File: src/logic/soc_pkg.sv
`default_nettype none

package soc_pkg;

	localparam int ARCH_BITS = 32;
	// Word addressing drops the byte offset bits
	localparam int ADDR_BITS = ARCH_BITS - $clog2(ARCH_BITS / 8);

	typedef logic [ARCH_BITS-1:0] word_t;
	typedef logic [ADDR_BITS-1:0] waddr_t;
	typedef logic [ARCH_BITS/8-1:0] sel_t;

	// Code 2'b11 was the swap operation and stays reserved
	typedef enum logic [1:0] {
		PI1_NOP = 2'b00,
		PI1_WR  = 2'b01,
		PI1_RD  = 2'b10
	} pi1_op_t;

	typedef struct packed {
		pi1_op_t op;
		waddr_t  addr;
		word_t   data;
		sel_t    sel;
	} pi1_req_t;

	// Slave positions in address order
	typedef enum logic [1:0] {
		DEV_TBL     = 2'd0,
		DEV_GPIO    = 2'd1,
		DEV_IRQ     = 2'd2,
		DEV_INVALID = 2'd3
	} dev_idx_t;

	localparam int DEV_COUNT = 4;
	// Real slaves only, the catch-all is served inside the router
	localparam int SLV_COUNT = DEV_COUNT - 1;

	// Map sizes in words
	localparam int unsigned DEV_MAPSZ [DEV_COUNT] = '{64, 4, 4, 0};
	localparam int unsigned DEV_ID [DEV_COUNT] = '{7, 6, 3, 0};
	localparam bit DEV_USEIRQ [DEV_COUNT] = '{1'b0, 1'b1, 1'b0, 1'b0};

	typedef enum logic [0:0] {
		IRQ_GPIO = 1'b0,
		IRQ_EXT  = 1'b1
	} irq_src_t;

	localparam int IRQ_SRC_COUNT = 2;

	// Reset request register inside the device table
	localparam int DEVTBL_RST_WORD = 63;

	// Byte-lane merge of a bus write into an existing word
	function automatic word_t sel_merge(input word_t old_w, input word_t new_w, input sel_t sel);
		word_t res;
		res = old_w;
		for (int b = 0; b < ARCH_BITS / 8; b++) begin
			if (sel[b])
				res[b*8 +: 8] = new_w[b*8 +: 8];
		end
		return res;
	endfunction

endpackage

`default_nettype wire

File: src/logic/reset_sequencer.sv
`timescale 1ns/10ps
`default_nettype none

module reset_sequencer #(
	parameter int RST_CNTR_BITS = 20
) (
	 input  wire logic clk_2x_w
	,input  wire logic rst_p
	,input  wire logic rst0_i
	,input  wire logic rst1_i
	,output logic      bus_rst_o
	,output logic      pwroff_o
);

	logic [RST_CNTR_BITS-1:0] cntr_q;
	logic warm_w;
	logic cold_w;
	logic off_w;

	// Request levels from the device table
	assign warm_w = rst1_i && !rst0_i;
	assign cold_w = rst1_i && rst0_i;
	assign off_w  = rst0_i && !rst1_i;

	// Cold has no global reset behind it here and restarts like warm
	always_ff @(posedge clk_2x_w) begin
		if (rst_p || warm_w || cold_w) begin
			cntr_q <= '1;
		end else if (|cntr_q) begin
			cntr_q <= cntr_q - 1'b1;
		end
	end

	// Power-off stays latched until the external reset
	always_ff @(posedge clk_2x_w) begin
		if (rst_p) begin
			pwroff_o <= 1'b0;
		end else if (off_w) begin
			pwroff_o <= 1'b1;
		end
	end

	assign bus_rst_o = (|cntr_q) || pwroff_o;

	// Once powered off, the bus is held in reset on every later cycle
	assert property (@(posedge clk_2x_w) disable iff (rst_p)
		pwroff_o |=> pwroff_o && bus_rst_o);

endmodule

`default_nettype wire

File: src/logic/pi1_router.sv
`timescale 1ns/10ps
`default_nettype none

module pi1_router (
	 input  wire logic              clk_2x_w
	,input  wire logic              bus_rst_i
	,input  wire soc_pkg::pi1_req_t m_req_i
	,output soc_pkg::word_t         m_data_o
	,output logic                   m_rdy_o
	,output soc_pkg::pi1_req_t      s_req_o [soc_pkg::SLV_COUNT]
	,input  wire soc_pkg::word_t    s_data_i [soc_pkg::SLV_COUNT]
);

	soc_pkg::dev_idx_t sel_w;
	soc_pkg::waddr_t   off_w;
	logic              acc_w;
	soc_pkg::dev_idx_t sel_q;
	logic              rd_q;
	logic [soc_pkg::SLV_COUNT-1:0] act_w;

	// First word of a slave, the sum of all map sizes before it
	function automatic soc_pkg::waddr_t dev_base(input int idx);
		soc_pkg::waddr_t sum;
		sum = '0;
		for (int k = 0; k < idx; k++)
			sum = sum + soc_pkg::waddr_t'(soc_pkg::DEV_MAPSZ[k]);
		return sum;
	endfunction

	assign m_rdy_o = !bus_rst_i;
	assign acc_w   = m_rdy_o && (m_req_i.op != soc_pkg::PI1_NOP);

	// Anything past the last real slave lands on the invalid slave
	always_comb begin
		sel_w = soc_pkg::DEV_INVALID;
		off_w = m_req_i.addr - dev_base(soc_pkg::DEV_INVALID);
		for (int i = 0; i < soc_pkg::SLV_COUNT; i++) begin
			if (m_req_i.addr >= dev_base(i) && m_req_i.addr < dev_base(i + 1)) begin
				sel_w = soc_pkg::dev_idx_t'(i);
				off_w = m_req_i.addr - dev_base(i);
			end
		end
	end

	// Only the selected slave sees a live op
	always_comb begin
		for (int i = 0; i < soc_pkg::SLV_COUNT; i++) begin
			if (acc_w && sel_w == soc_pkg::dev_idx_t'(i))
				s_req_o[i].op = m_req_i.op;
			else
				s_req_o[i].op = soc_pkg::PI1_NOP;
			s_req_o[i].addr = off_w;
			s_req_o[i].data = m_req_i.data;
			s_req_o[i].sel  = m_req_i.sel;
			act_w[i] = (s_req_o[i].op != soc_pkg::PI1_NOP);
		end
	end

	always_ff @(posedge clk_2x_w) begin
		if (bus_rst_i) begin
			rd_q  <= 1'b0;
			sel_q <= soc_pkg::DEV_INVALID;
		end else begin
			rd_q <= acc_w && (m_req_i.op == soc_pkg::PI1_RD);
			if (acc_w)
				sel_q <= sel_w;
		end
	end

	// Read return, the invalid slave answers zero and drops writes
	always_comb begin
		m_data_o = '0;
		for (int i = 0; i < soc_pkg::SLV_COUNT; i++) begin
			if (rd_q && sel_q == soc_pkg::dev_idx_t'(i))
				m_data_o = s_data_i[i];
		end
	end

	assert property (@(posedge clk_2x_w) $onehot0(act_w));

	assert property (@(posedge clk_2x_w) disable iff (bus_rst_i)
		m_req_i.op != soc_pkg::pi1_op_t'(2'b11));

endmodule

`default_nettype wire

File: src/logic/dev_table.sv
`timescale 1ns/10ps
`default_nettype none

module dev_table (
	 input  wire logic              clk_2x_w
	,input  wire logic              bus_rst_i
	,input  wire soc_pkg::pi1_req_t req_i
	,output soc_pkg::word_t         data_o
	,output logic                   rst0_o
	,output logic                   rst1_o
);

	soc_pkg::word_t rd_word_w;
	logic           wr_rst_w;

	// Two words per device, everything else reads zero
	always_comb begin
		rd_word_w = '0;
		for (int i = 0; i < soc_pkg::DEV_COUNT; i++) begin
			// ID with the interrupt-use flag in the top bit
			if (req_i.addr == soc_pkg::waddr_t'(2 * i)) begin
				rd_word_w = soc_pkg::word_t'(soc_pkg::DEV_ID[i]);
				rd_word_w[soc_pkg::ARCH_BITS-1] = soc_pkg::DEV_USEIRQ[i];
			end
			// Map size in bytes
			if (req_i.addr == soc_pkg::waddr_t'(2 * i + 1)) begin
				rd_word_w = soc_pkg::word_t'(soc_pkg::DEV_MAPSZ[i] * (soc_pkg::ARCH_BITS / 8));
			end
		end
	end

	assign wr_rst_w = (req_i.op == soc_pkg::PI1_WR)
		&& (req_i.addr == soc_pkg::waddr_t'(soc_pkg::DEVTBL_RST_WORD))
		&& req_i.sel[0];

	// Request levels drop again once the bus reset reaches this table
	always_ff @(posedge clk_2x_w) begin
		if (bus_rst_i) begin
			rst0_o <= 1'b0;
			rst1_o <= 1'b0;
		end else if (wr_rst_w) begin
			rst0_o <= req_i.data[0];
			rst1_o <= req_i.data[1];
		end
	end

	always_ff @(posedge clk_2x_w) begin
		if (req_i.op == soc_pkg::PI1_RD)
			data_o <= rd_word_w;
	end

endmodule

`default_nettype wire

File: src/logic/gpio_port.sv
`timescale 1ns/10ps
`default_nettype none

module gpio_port #(
	parameter int GPIO_COUNT = 8
) (
	 input  wire logic                  clk_2x_w
	,input  wire logic                  bus_rst_i
	,input  wire soc_pkg::pi1_req_t     req_i
	,output soc_pkg::word_t             data_o
	,input  wire logic [GPIO_COUNT-1:0] gp_i
	,output logic [GPIO_COUNT-1:0]      gp_o
	,output logic                       irq_stb_o
	,input  wire logic                  irq_rdy_i
);

	localparam soc_pkg::waddr_t IO_WORD = soc_pkg::waddr_t'(0);
	localparam soc_pkg::waddr_t EN_WORD = soc_pkg::waddr_t'(1);

	logic [GPIO_COUNT-1:0] sync1_q;
	logic [GPIO_COUNT-1:0] sync2_q;
	logic [GPIO_COUNT-1:0] prev_q;
	logic [GPIO_COUNT-1:0] en_q;
	logic [GPIO_COUNT-1:0] change_w;
	logic                  wr_io_w;
	logic                  wr_en_w;
	soc_pkg::word_t        io_wr_w;
	soc_pkg::word_t        en_wr_w;

	assign wr_io_w = (req_i.op == soc_pkg::PI1_WR) && (req_i.addr == IO_WORD);
	assign wr_en_w = (req_i.op == soc_pkg::PI1_WR) && (req_i.addr == EN_WORD);

	// Byte enables apply to both registers
	assign io_wr_w = soc_pkg::sel_merge(soc_pkg::word_t'(gp_o), req_i.data, req_i.sel);
	assign en_wr_w = soc_pkg::sel_merge(soc_pkg::word_t'(en_q), req_i.data, req_i.sel);

	// Two synchronizer stages, then the previous value for edge detect
	always_ff @(posedge clk_2x_w) begin
		sync1_q <= gp_i;
		sync2_q <= sync1_q;
		prev_q  <= sync2_q;
	end

	assign change_w = (sync2_q ^ prev_q) & en_q;

	always_ff @(posedge clk_2x_w) begin
		if (bus_rst_i) begin
			gp_o      <= '0;
			en_q      <= '0;
			irq_stb_o <= 1'b0;
		end else begin
			if (wr_io_w)
				gp_o <= GPIO_COUNT'(io_wr_w);
			if (wr_en_w)
				en_q <= GPIO_COUNT'(en_wr_w);
			// A fresh change wins over an acknowledge in the same cycle
			if (|change_w)
				irq_stb_o <= 1'b1;
			else if (irq_rdy_i)
				irq_stb_o <= 1'b0;
		end
	end

	always_ff @(posedge clk_2x_w) begin
		if (req_i.op == soc_pkg::PI1_RD) begin
			case (req_i.addr)
				IO_WORD: data_o <= soc_pkg::word_t'(sync2_q);
				EN_WORD: data_o <= soc_pkg::word_t'(en_q);
				default: data_o <= '0;
			endcase
		end
	end

endmodule

`default_nettype wire

File: src/logic/irq_ctrl.sv
`timescale 1ns/10ps
`default_nettype none

module irq_ctrl (
	 input  wire logic                              clk_2x_w
	,input  wire logic                              bus_rst_i
	,input  wire soc_pkg::pi1_req_t                 req_i
	,output soc_pkg::word_t                         data_o
	,input  wire logic [soc_pkg::IRQ_SRC_COUNT-1:0] src_stb_i
	,output logic [soc_pkg::IRQ_SRC_COUNT-1:0]      src_rdy_o
	,output logic                                   dst_stb_o
	,input  wire logic                              dst_rdy_i
);

	logic [soc_pkg::IRQ_SRC_COUNT-1:0] pend_q;
	logic [soc_pkg::IRQ_SRC_COUNT-1:0] low_w;
	logic [soc_pkg::IRQ_SRC_COUNT-1:0] wr_clr_w;
	soc_pkg::word_t                    clr_word_w;
	logic                              wr_w;

	// Lowest-numbered pending source
	assign low_w = pend_q & (~pend_q + 1'b1);

	assign src_rdy_o = dst_rdy_i ? low_w : '0;
	assign dst_stb_o = |pend_q;

	// Software clears pending bits by writing ones to word 0
	assign wr_w       = (req_i.op == soc_pkg::PI1_WR) && (req_i.addr == '0);
	assign clr_word_w = soc_pkg::sel_merge('0, req_i.data, req_i.sel);
	assign wr_clr_w   = wr_w ? clr_word_w[soc_pkg::IRQ_SRC_COUNT-1:0] : '0;

	// The source being acknowledged is not re-latched at the same edge
	always_ff @(posedge clk_2x_w) begin
		if (bus_rst_i) begin
			pend_q <= '0;
		end else begin
			pend_q <= (pend_q & ~src_rdy_o & ~wr_clr_w) | (src_stb_i & ~src_rdy_o);
		end
	end

	always_ff @(posedge clk_2x_w) begin
		if (req_i.op == soc_pkg::PI1_RD)
			data_o <= (req_i.addr == '0) ? soc_pkg::word_t'(pend_q) : '0;
	end

	assert property (@(posedge clk_2x_w) disable iff (bus_rst_i)
		$onehot0(src_rdy_o));

endmodule

`default_nettype wire

File: src/logic/soc_top.sv
`timescale 1ns/10ps
`default_nettype none

module soc_top #(
	 parameter int GPIO_COUNT    = 8
	,parameter int RST_CNTR_BITS = 20
) (
	 input  wire logic                  clk_2x_w
	,input  wire logic                  rst_p

	// Bus master port, the CPU sits outside
	,input  wire soc_pkg::pi1_req_t     pi1_req_i
	,output soc_pkg::word_t             pi1_data_o
	,output logic                       pi1_rdy_o

	,input  wire logic [GPIO_COUNT-1:0] gp_i
	,output logic [GPIO_COUNT-1:0]      gp_o

	,input  wire logic                  irq_ext_i
	,output logic                       irq_stb_o
	,input  wire logic                  irq_rdy_i

	,output logic                       sys_rst_o
	,output logic                       pwroff_o
);

	soc_pkg::pi1_req_t s_req_w [soc_pkg::SLV_COUNT];
	soc_pkg::word_t    s_data_w [soc_pkg::SLV_COUNT];

	logic rst0_w;
	logic rst1_w;
	logic gpio_stb_w;
	logic [soc_pkg::IRQ_SRC_COUNT-1:0] src_rdy_w;

	// sys_rst_o doubles as the bus reset for every slave
	reset_sequencer #(
		.RST_CNTR_BITS (RST_CNTR_BITS)
	) rst_seq (
		 .clk_2x_w  (clk_2x_w)
		,.rst_p     (rst_p)
		,.rst0_i    (rst0_w)
		,.rst1_i    (rst1_w)
		,.bus_rst_o (sys_rst_o)
		,.pwroff_o  (pwroff_o)
	);

	pi1_router router (
		 .clk_2x_w  (clk_2x_w)
		,.bus_rst_i (sys_rst_o)
		,.m_req_i   (pi1_req_i)
		,.m_data_o  (pi1_data_o)
		,.m_rdy_o   (pi1_rdy_o)
		,.s_req_o   (s_req_w)
		,.s_data_i  (s_data_w)
	);

	dev_table devtbl (
		 .clk_2x_w  (clk_2x_w)
		,.bus_rst_i (sys_rst_o)
		,.req_i     (s_req_w[soc_pkg::DEV_TBL])
		,.data_o    (s_data_w[soc_pkg::DEV_TBL])
		,.rst0_o    (rst0_w)
		,.rst1_o    (rst1_w)
	);

	gpio_port #(
		.GPIO_COUNT (GPIO_COUNT)
	) gpio (
		 .clk_2x_w  (clk_2x_w)
		,.bus_rst_i (sys_rst_o)
		,.req_i     (s_req_w[soc_pkg::DEV_GPIO])
		,.data_o    (s_data_w[soc_pkg::DEV_GPIO])
		,.gp_i      (gp_i)
		,.gp_o      (gp_o)
		,.irq_stb_o (gpio_stb_w)
		,.irq_rdy_i (src_rdy_w[soc_pkg::IRQ_GPIO])
	);

	// Source order follows irq_src_t, the external line is a plain level
	irq_ctrl irqctrl (
		 .clk_2x_w  (clk_2x_w)
		,.bus_rst_i (sys_rst_o)
		,.req_i     (s_req_w[soc_pkg::DEV_IRQ])
		,.data_o    (s_data_w[soc_pkg::DEV_IRQ])
		,.src_stb_i ({irq_ext_i, gpio_stb_w})
		,.src_rdy_o (src_rdy_w)
		,.dst_stb_o (irq_stb_o)
		,.dst_rdy_i (irq_rdy_i)
	);

endmodule

`default_nettype wire

File: config.mk
export PLATFORM = sky130hd
export DESIGN_NAME = soc_top
export DESIGN_NICKNAME = d
export VERILOG_FILES = /design/src/logic/soc_pkg.sv /design/src/logic/reset_sequencer.sv /design/src/logic/pi1_router.sv /design/src/logic/dev_table.sv /design/src/logic/gpio_port.sv /design/src/logic/irq_ctrl.sv /design/src/logic/soc_top.sv
export SDC_FILE = /design/constraint.sdc
export NUM_CORES = 1
export LEC_CHECK = 0
export ABC_AREA = 1
export BUFFER_PORTS_ARGS = -buffer_cell sky130_fd_sc_hd__buf_2
export CAP_MARGIN = 20
export CELL_PAD_IN_SITES_DETAIL_PLACEMENT = 1
export CELL_PAD_IN_SITES_GLOBAL_PLACEMENT = 1
export CORE_MARGIN = 4
export CORE_UTILIZATION = 35
export CTS_CLUSTER_SIZE = 14
export DETAILED_ROUTE_END_ITERATION = 12
export PLACE_DENSITY_LB_ADDON = 0.1
export SYNTH_ARGS = -nofsm -noshare
export SYNTH_HDL_FRONTEND = slang
export SYNTH_SLANG_ARGS = --single-unit
File: constraint.sdc
create_clock -name clk_2x_w -period 3.1 [get_ports clk_2x_w]
set_input_delay 0.93 -clock clk_2x_w [delete_from_list [all_inputs] [get_ports clk_2x_w]]
set_output_delay 0.93 -clock clk_2x_w [all_outputs]
set_load 0.05 [all_outputs]
==> results of run 1 <==
-- worst register-to-register path: stages (launching register included) --
cell and delay [ps]:
dfxtp_1 340, inv_1 100, ha_1 150, inv_1 100, nor4_2 250, nand3_1 180
nor2_4 190, nand2_4 100, buf_4 170, nor2_1 180, nand4_1 200, a21oi_2 170
nand4_1 120, nor2_1 130, buf_4 150, inv_2 50, nor2_2 130, nor2_1 60
-- worst max path at each step --
stage | start | to | slack (ps) | cells after the start
3_3_place_gp | pi1_req_i[39] | gpio.en_q[4] | -610 | 18
2_1_floorplan | pi1_req_i[43] | gpio.data_o[0] | 5 | 13
6_report | pi1_req_i[65] | gpio.data_o[0] | -260 | 21
3_5_place_dp | pi1_req_i[39] | gpio.gp_o[2] | -730 | 18
5_1_grt | pi1_req_i[39] | gpio.en_q[1] | -350 | 18
4_1_cts | pi1_req_i[43] | gpio.data_o[5] | -0.1 | 21
-- Yosys cell counts (4+ instances only) --
cell type	instances
o211ai_1	4
nand3b_1	8
buf_2	5
buf_4	24
dfxtp_1	69
a21oi_1	28
ha_1	6
nor2_4	9
nand2_1	264
edfxtp_1	16
nand4_1	15
xnor2_1	4
nor4_1	8
nor2_2	11
buf_6	4
nor3_1	14
o21ai_0	36
inv_2	7
nor2_1	155
xor2_1	13
nand3_1	72
inv_1	107
nand2_4	6
nand2_2	7
nand3_2	4
-- metal layers --
layer	global-route usage	part of all wire	vias up
li1	-	-	3499
met2	0.390	0.50	226
met1	0.316	0.41	3624
met3	0.0396	0.054	66
met4	0.0516	0.032	2
met5	0	0.00058	-
-- power by group --
group          total [uW]  internal (uW)  switching, uW  leakage, uW
clock                1060            564            495     0.000145
sequential           1150           1140           12.6     0.000715
combinational         535            211            325      0.00367
-- metrics by stage --
step | setup slack [ps] | setup TNS, ps | utilization | hold WS [ps]
floorplan | 4.73 | 0 | - | 310
global placement | -608 | -21520 | 0.465 | 310
detailed placement | -729 | -25890 | 0.465 | 314
CTS | -0.0993 | -0.0993 | 0.502 | 329
global route | -350 | -10200 | 0.570 | 333
finish | -260 | -6180 | 0.570 | 328
-- registers in the layout, indices dropped and copies added, names as in the netlist --
name / cells
gpio.sync1_q: 8
gpio.gp_o: 8
rst_seq.pwroff_o: 1
gpio.sync2_q: 8
gpio.prev_q: 8
irqctrl.pend_q: 2
devtbl.rst0_o: 1
router.rd_q: 1
gpio.irq_stb_o: 1
devtbl.data_o: 6
rst_seq.cntr_q: 20
devtbl.rst1_o: 1
router.sel_q: 2
gpio.data_o: 8
gpio.en_q: 8
irqctrl.data_o: 2
-- cell families after synthesis --
| group | synth area share |
|---|---|
| buffers and inverters | 0.116 |
| other | 0.000635 |
| adders and majority gates | 0.0127 |
| DFF | 0.315 |
| AOI/OAI and AO/OA | 0.0760 |
| and+or+nand+nor | 0.454 |
| xor gates and xnor gates | 0.0252 |
-- what timing repair did --
item | 4_1_cts | 5_1_grt
endpoints found under the setup margin | 46 | 46
pin swaps | 10 | 89
gates cloned | 4 | 4
endpoints found under the hold margin | 0 | 0
hold buffers | 0 | 0
buffers inserted | 6 | 29
resized for setup | 55 | 226
-- final cells by class --
cell class,instances,area (sq um)
clock inverter,7,67.6
tap,220,275
multi-input combinational,720,4370
fill,2177,7130
clock buffer,9,225
sequential,85,1860
inverter,114,455
timing repair buffer,285,2200
==> metrics.md, run 1 <==
| Metric | Value |
|---|---|
| CP cell instances | buf_2 > buf_4 > nor2_4 > nand2_1 > nor2_1 > nand2_1 > o21ai_4 > buf_12 > nand2_8 > inv_4 > nand2_1 > nand3_1 > nand2_1 > nor2_4 > nand2_4 > nor2_4 > nand2_4 > buf_6 > nor2_4 > nand2_1 > nand2_1 |
| Mean Syn Cell Area | ~6.4 sq um |
| Total Power | between 2000 and 3000 uW |
| Worst hold start | gpio.sync1_q[0] |
| Placed Area | approximately 7700 sq um |
| DRT Wirelength | between 20000 and 30000 um |
| Root Buffer | clkbuf_16 |
| Crit end category | register |
| Failing checks | setup timing |
| Max FO, Critical Path | 6 |
| Clk pin slew, worst setup/hold paths | 70 ps |
| CP max-delay cell | o21ai_4 |
| Crit path kind | in -> reg |
| Design Area, Final | 9460 sq um |
| Max-cap violations | 0 |
| Die ar. | around 19000 sq um |
| #FFs+latches synth | between 80 and 90 |
| Num ports | roughly 120 |
| Die width | roughly 140 um |
| Total CTS buffers | 9 |
| Placer Congestion | approximately 0.85 |
| Top-area cell type share of the netlist area | 0.234 |
| # diodes | 0 |
| Slowest stage delay, CP | roughly 250 ps |
| Initial Utilization | 0.356 |
| Worst hold stages | 0 |
| IO Port Bufs | 74 |
| Final Cycle Share | 1.08 |
| CTS tree | built |
| Crit path top cell by count | nand2_1 |
| Predominant post-synthesis flop cell | dfxtp_1 |
| R2r setup slk | ~230 ps |
| Pleak | 0.00453 uW |
| Layout cell share with drive strength beyond 1 | 0.438 |
| Reg-to-Reg End | devtbl.rst0_o |
| Final #Nets | roughly 1300 |
| Async SR Flop Fraction | 0 |
| Synth-to-Final Area Change | 60.1% |
| Drt wl/cell | 19.0 um |
| Fin. Hold Viols | 0 |
| Top post-synthesis cells by area | dfxtp_1 23%, nand2_1 17%, nor2_1 9.8% |
| Initial antenna violation count | 1 |
| Num rows | 47 |
| Worst slew pin tran | 570 ps |
| Slew Viols, Final | 0 |
| Number of global-route vias before repair | roughly 7200 |
| TritonRoute pass-1 iters | 4 |
| Fin cells | between 1000 and 1500 |
| Grt total ovfl | 0 |
| Hold Path Sink | gpio.sync2_q[0] |
| Largest net degree at the start of global routing | 23 |
| Min Tclk post-route | roughly 3400 ps |
| Violation count after the first detailed-route iteration | just under 400 |
| GRT Total Usage | 0.233 |
| Setup Skew | approximately 7 ps |
| Clk buf depth | 2 |
| Reg2reg start | rst_seq.cntr_q[0] |
| Placed cells | between 1000 and 1500 |
| First-pass GRT wire length | approximately 35000 um |
| Pwr per Cell Area | 291 nW/um^2 |
| CP arrival | between 3000 and 4000 ps |
| Highest clock rate | 0.298 GHz |
| Mapped Cells | between 900 and 1000 |
| Total core area | around 17000 sq um |
| Post-synth EDFFs | 16 |
| Synth area leader | dfxtp_1 |
| Synth Cell Area | ~5900 sq um |
| Fin worst setup slack | -260 ps |
| # clock sinks | 85 |
| Maximum VDD drop | 345 uV |
| Most frequent cells in the layout | 204 x nand2_1, 181 x buf_4, 102 x nor2_1, 95 x inv_1, 69 x dfxtp_1 |
| Die Ht | approximately 140 um |
| Drt drc | 0 |
| DP HPWL | about 17000 um |
| Commonest non-fill, non-tap cell in the layout | nand2_1 |
| Run status | finished, violations left |
| Routed vias | about 7400 |
| Relative slew slack | 0.619 |
| YS warnings | 0 |
| Critical path buffer and inverter count | 5 |
| Critical path data required time | 3320 ps |
| Antenna viol nets, final | 0 |
| Reg2Reg Depth | 17 |
| Worst-Skew Late Latency | 350 ps |
| Sequential fraction of the synthesis area | 0.315 |
| H-tree Lvls | 3 |
| Synth unique cells | 43 |
| Delay-heaviest family, CP | simple AND/OR/NAND/NOR gates |
| Critical Path Source Type | input pin |
| Hold Crit Class | reg -> reg |
| Final setup vio count | 44 |
| Via/cell ratio | 5.15 |
| Unrepaired setup endpoints after global routing | true |
Note: power is estimated with default switching activity, not from simulation.
==> run 2, diff against run 1 <==
Settings changed: SKIP_CTS_REPAIR_TIMING set to 1.
==> run 2 against run 1 <==
- the flow still finishes with violations (setup timing)
- largest cell class unchanged
- critical endpoint is now gpio.data_o[4]
- power decreased by 1.7%
- sequential power about the same
- clock power is essentially flat
- clock-buffer cell count is the same
- first-iteration DRC count decreased by 4.9%
- sequential share of layout area grew 0.72 points
- combinational power is 6.2% lower
- maximum frequency up 3.3%
- register-to-register slack gained 70 ps
==> metrics.md, run 2 (synthesized netlist as in run 1, its figures left out) <==
| Metric | Value |
|---|---|
| Crit path top cell by count | nand2_1 (unchanged) |
| CTS tree | built (unchanged) |
| Drt wl/cell | 16.5 um (was 19.0 um) |
| Hold Crit Class | reg -> reg (unchanged) |
| Maximum VDD drop | 289 uV (was 345 uV) |
| Final #Nets | 1284 (was 1301) |
| Met1 usage | 0.301 (was 0.316) |
| Largest net degree at the start of global routing | 23 (unchanged) |
| Most used routing layer in global routing | met2 (unchanged) |
| Critical path data required time | 3320 ps (about the same) |
| Die ar. | 19000 sq um (unchanged) |
| # diodes | 0 (unchanged) |
| IO Port Bufs | 74 (unchanged) |
| Placed cells | 1381 (unchanged) |
| Unrepaired setup endpoints after global routing | true (unchanged) |
| Pleak | 0.00441 uW (was 0.00453 uW) |
| Max reg flops | 20 (unchanged) |
| Clk buf depth | 2 (unchanged) |
| CP cell instances | buf_4 > nor2_4 > buf_6 > nand2_2 > nor2_1 > nand2_1 > o21ai_4 > nand2_4 > buf_6 > nand2_1 > nand2_1 > nand2_1 > nand2_1 > nor2_4 > nand2_4 > nor2_4 > nand2_4 > buf_4 > nor2_4 > nand2_1 > nand2_1 (was buf_2 > buf_4 > nor2_4 > nand2_1 > nor2_1 > nand2_1 > o21ai_4 > buf_12 > nand2_8 > inv_4 > nand2_1 > nand3_1 > nand2_1 > nor2_4 > nand2_4 > nor2_4 > nand2_4 > buf_6 > nor2_4 > nand2_1 > nand2_1) |
| CP startpoint | pi1_req_i[63] (was pi1_req_i[65]) |
| Fin worst setup slack | -152 ps (was -260 ps) |
| Clk pin slew, worst setup/hold paths | 70 ps (about the same) |
| Die Ht | 138 um (unchanged) |
| Max FO, Critical Path | 6 (unchanged) |
| Layout cell share with drive strength beyond 1 | 0.415 (was 0.438) |
| Fin. Hold Viols | 0 (unchanged) |
| Max-cap violations | 0 (unchanged) |
| Total Power | 2700 uW (was 2750 uW) |
| DP Worst Slack | -729 ps (unchanged) |
| Total core area | 16600 sq um (unchanged) |
| Drt drc | 0 (unchanged) |
| Internal cell power | 1900 uW (was 1910 uW) |
| Clock power share | 0.387 (was 0.385) |
| Initial antenna violation count | 1 (unchanged) |
| Root Buffer | clkbuf_16 (unchanged) |
| Min Tclk post-route | 3250 ps (was 3360 ps) |
| Commonest non-fill, non-tap cell in the layout | nand2_1 (unchanged) |
| Number of global-route vias before repair | 6950 (was 7150) |
| Final setup vio count | 35 (was 44) |
| Setup tns final | -3440 ps (was -6180 ps) |
| Met2 Usage GRT | 0.369 (was 0.390) |
| Synth-to-Final Area Change | 54.4% (was 60.1%) |
| Grt total ovfl | 0 (unchanged) |
| Combinational share of power | 0.186 (was 0.195) |
| TritonRoute pass-1 iters | 5 (was 4) |
| Fin cells | 1423 (was 1440) |
| Run status | finished, violations left (unchanged) |
| Worst-Skew Late Latency | 350 ps (about the same) |
| Violation count after the first detailed-route iteration | 372 (was 391) |
| GRT Total Usage | 0.221 (was 0.233) |
| Highest clock rate | 0.307 GHz (was 0.298 GHz) |
| Antenna viol nets, final | 0 (unchanged) |
| First-pass GRT wire length | 33400 um (was 35000 um) |
| Num rows | 47 (unchanged) |
| Num ports | 124 (unchanged) |
| Crit path kind | in -> reg (unchanged) |
| CP max-delay cell | o21ai_4 (unchanged) |
| Most frequent cells in the layout | 209 x nand2_1, 177 x buf_4, 101 x nor2_1, 98 x inv_1, 71 x buf_2 (was 204 x nand2_1, 181 x buf_4, 102 x nor2_1, 95 x inv_1, 69 x dfxtp_1) |
| CP arrival | 3470 ps (was 3580 ps) |
| Met3 Use GR | 0.0392 (was 0.0396) |
| H-tree Lvls | 3 (unchanged) |
| Die width | 138 um (unchanged) |
| # clock sinks | 85 (unchanged) |
| Reg with most FFs | rst_seq.cntr_q (unchanged) |
| Reg2reg start | rst_seq.cntr_q[0] (unchanged) |
| Setup Skew | 10.8 ps (was 7.16 ps) |
| DRT Wirelength | 23500 um (was 27400 um) |
| Slew Viols, Final | 0 (unchanged) |
| Pwr per Cell Area | 296 nW/um^2 (was 291 nW/um^2) |
| Via/cell ratio | 4.97 (was 5.15) |
| Failing checks | setup timing (unchanged) |
| Critical Path Source Type | input pin (unchanged) |
| Worst hold start | gpio.sync1_q[0] (unchanged) |
| Psw | 800 uW (was 833 uW) |
| Reg power frac | 0.427 (was 0.420) |
| Slowest stage delay, CP | 250 ps (about the same) |
| Crit end category | register (unchanged) |
| Initial Utilization | 0.356 (unchanged) |
| Sw Ratio | 0.296 (was 0.303) |
| Total CTS buffers | 9 (unchanged) |
| Final Cycle Share | 1.05 (was 1.08) |
| DP HPWL | 17000 um (unchanged) |
| Routed vias | 7066 (was 7417) |
| Placer Congestion | 0.846 (unchanged) |
run 2: cell types whose count changed in the layout (fill, tap and decap cells not counted), moves of 2 or more:
cell	delta
a21oi_1	+2
a21oi_2	-2
buf_2	+3
buf_4	-4
buf_6	-12
inv_1	+3
inv_6	-3
nand2_1	+5
nand2_2	-2
nand2_4	-3
nand3_1	+5
nand3_2	-4
nor2_4	+2
o21ai_0	+2
run 2: worst paths after layout:
path,slack (ps),endpoint,cells after the start
setup / recovery,-150,gpio.data_o[4],21
hold / removal,330,gpio.sync2_q[0],0
setup reg to reg,300,gpio.en_q[0],14
hold reg to reg,330,gpio.sync2_q[0],0
run 2: layer usage:
| layer | vias to the layer above | routed length, um |
|---|---|---|
| li1 | 3457 | - |
| met1 | 3426 | 10500 |
| met2 | 153 | 11700 |
| met3 | 28 | 944 |
| met4 | 2 | 346 |
| met5 | - | 8 |
run 2: power groups by stage:
stage	registers [uW]	clock network, uW	logic (uW)
final	1150	1050	502
after global placement	1180	0	411
after detailed placement	1180	0	418
after CTS	1150	1080	420
after floorplan	1170	0	230
after global routing	1150	1120	543
run 2: cell type report:
type	instances	area, sq um
fillers	2183	7460
flip-flops and latches	85	1860
multi-input cells	719	4260
clock buffers	9	225
clock inverters	7	67.6
well taps	220	275
inverters	114	440
repair buffers	269	1990
run 2: worst max-delay path: cells and delay by family:
family,cells,cell delay [ps]
simple gates,16,1670
buf+inv,4,590
compound gates,1,250
run 2: stage by stage:
stage	instance area, sq um	hold slack, ps	utilization
after floorplan	5990	310	-
after global placement	7710	310	0.465
after detailed placement	7710	314	0.465
after CTS	8000	329	0.482
after global routing	9120	333	0.550
final	9120	328	0.550
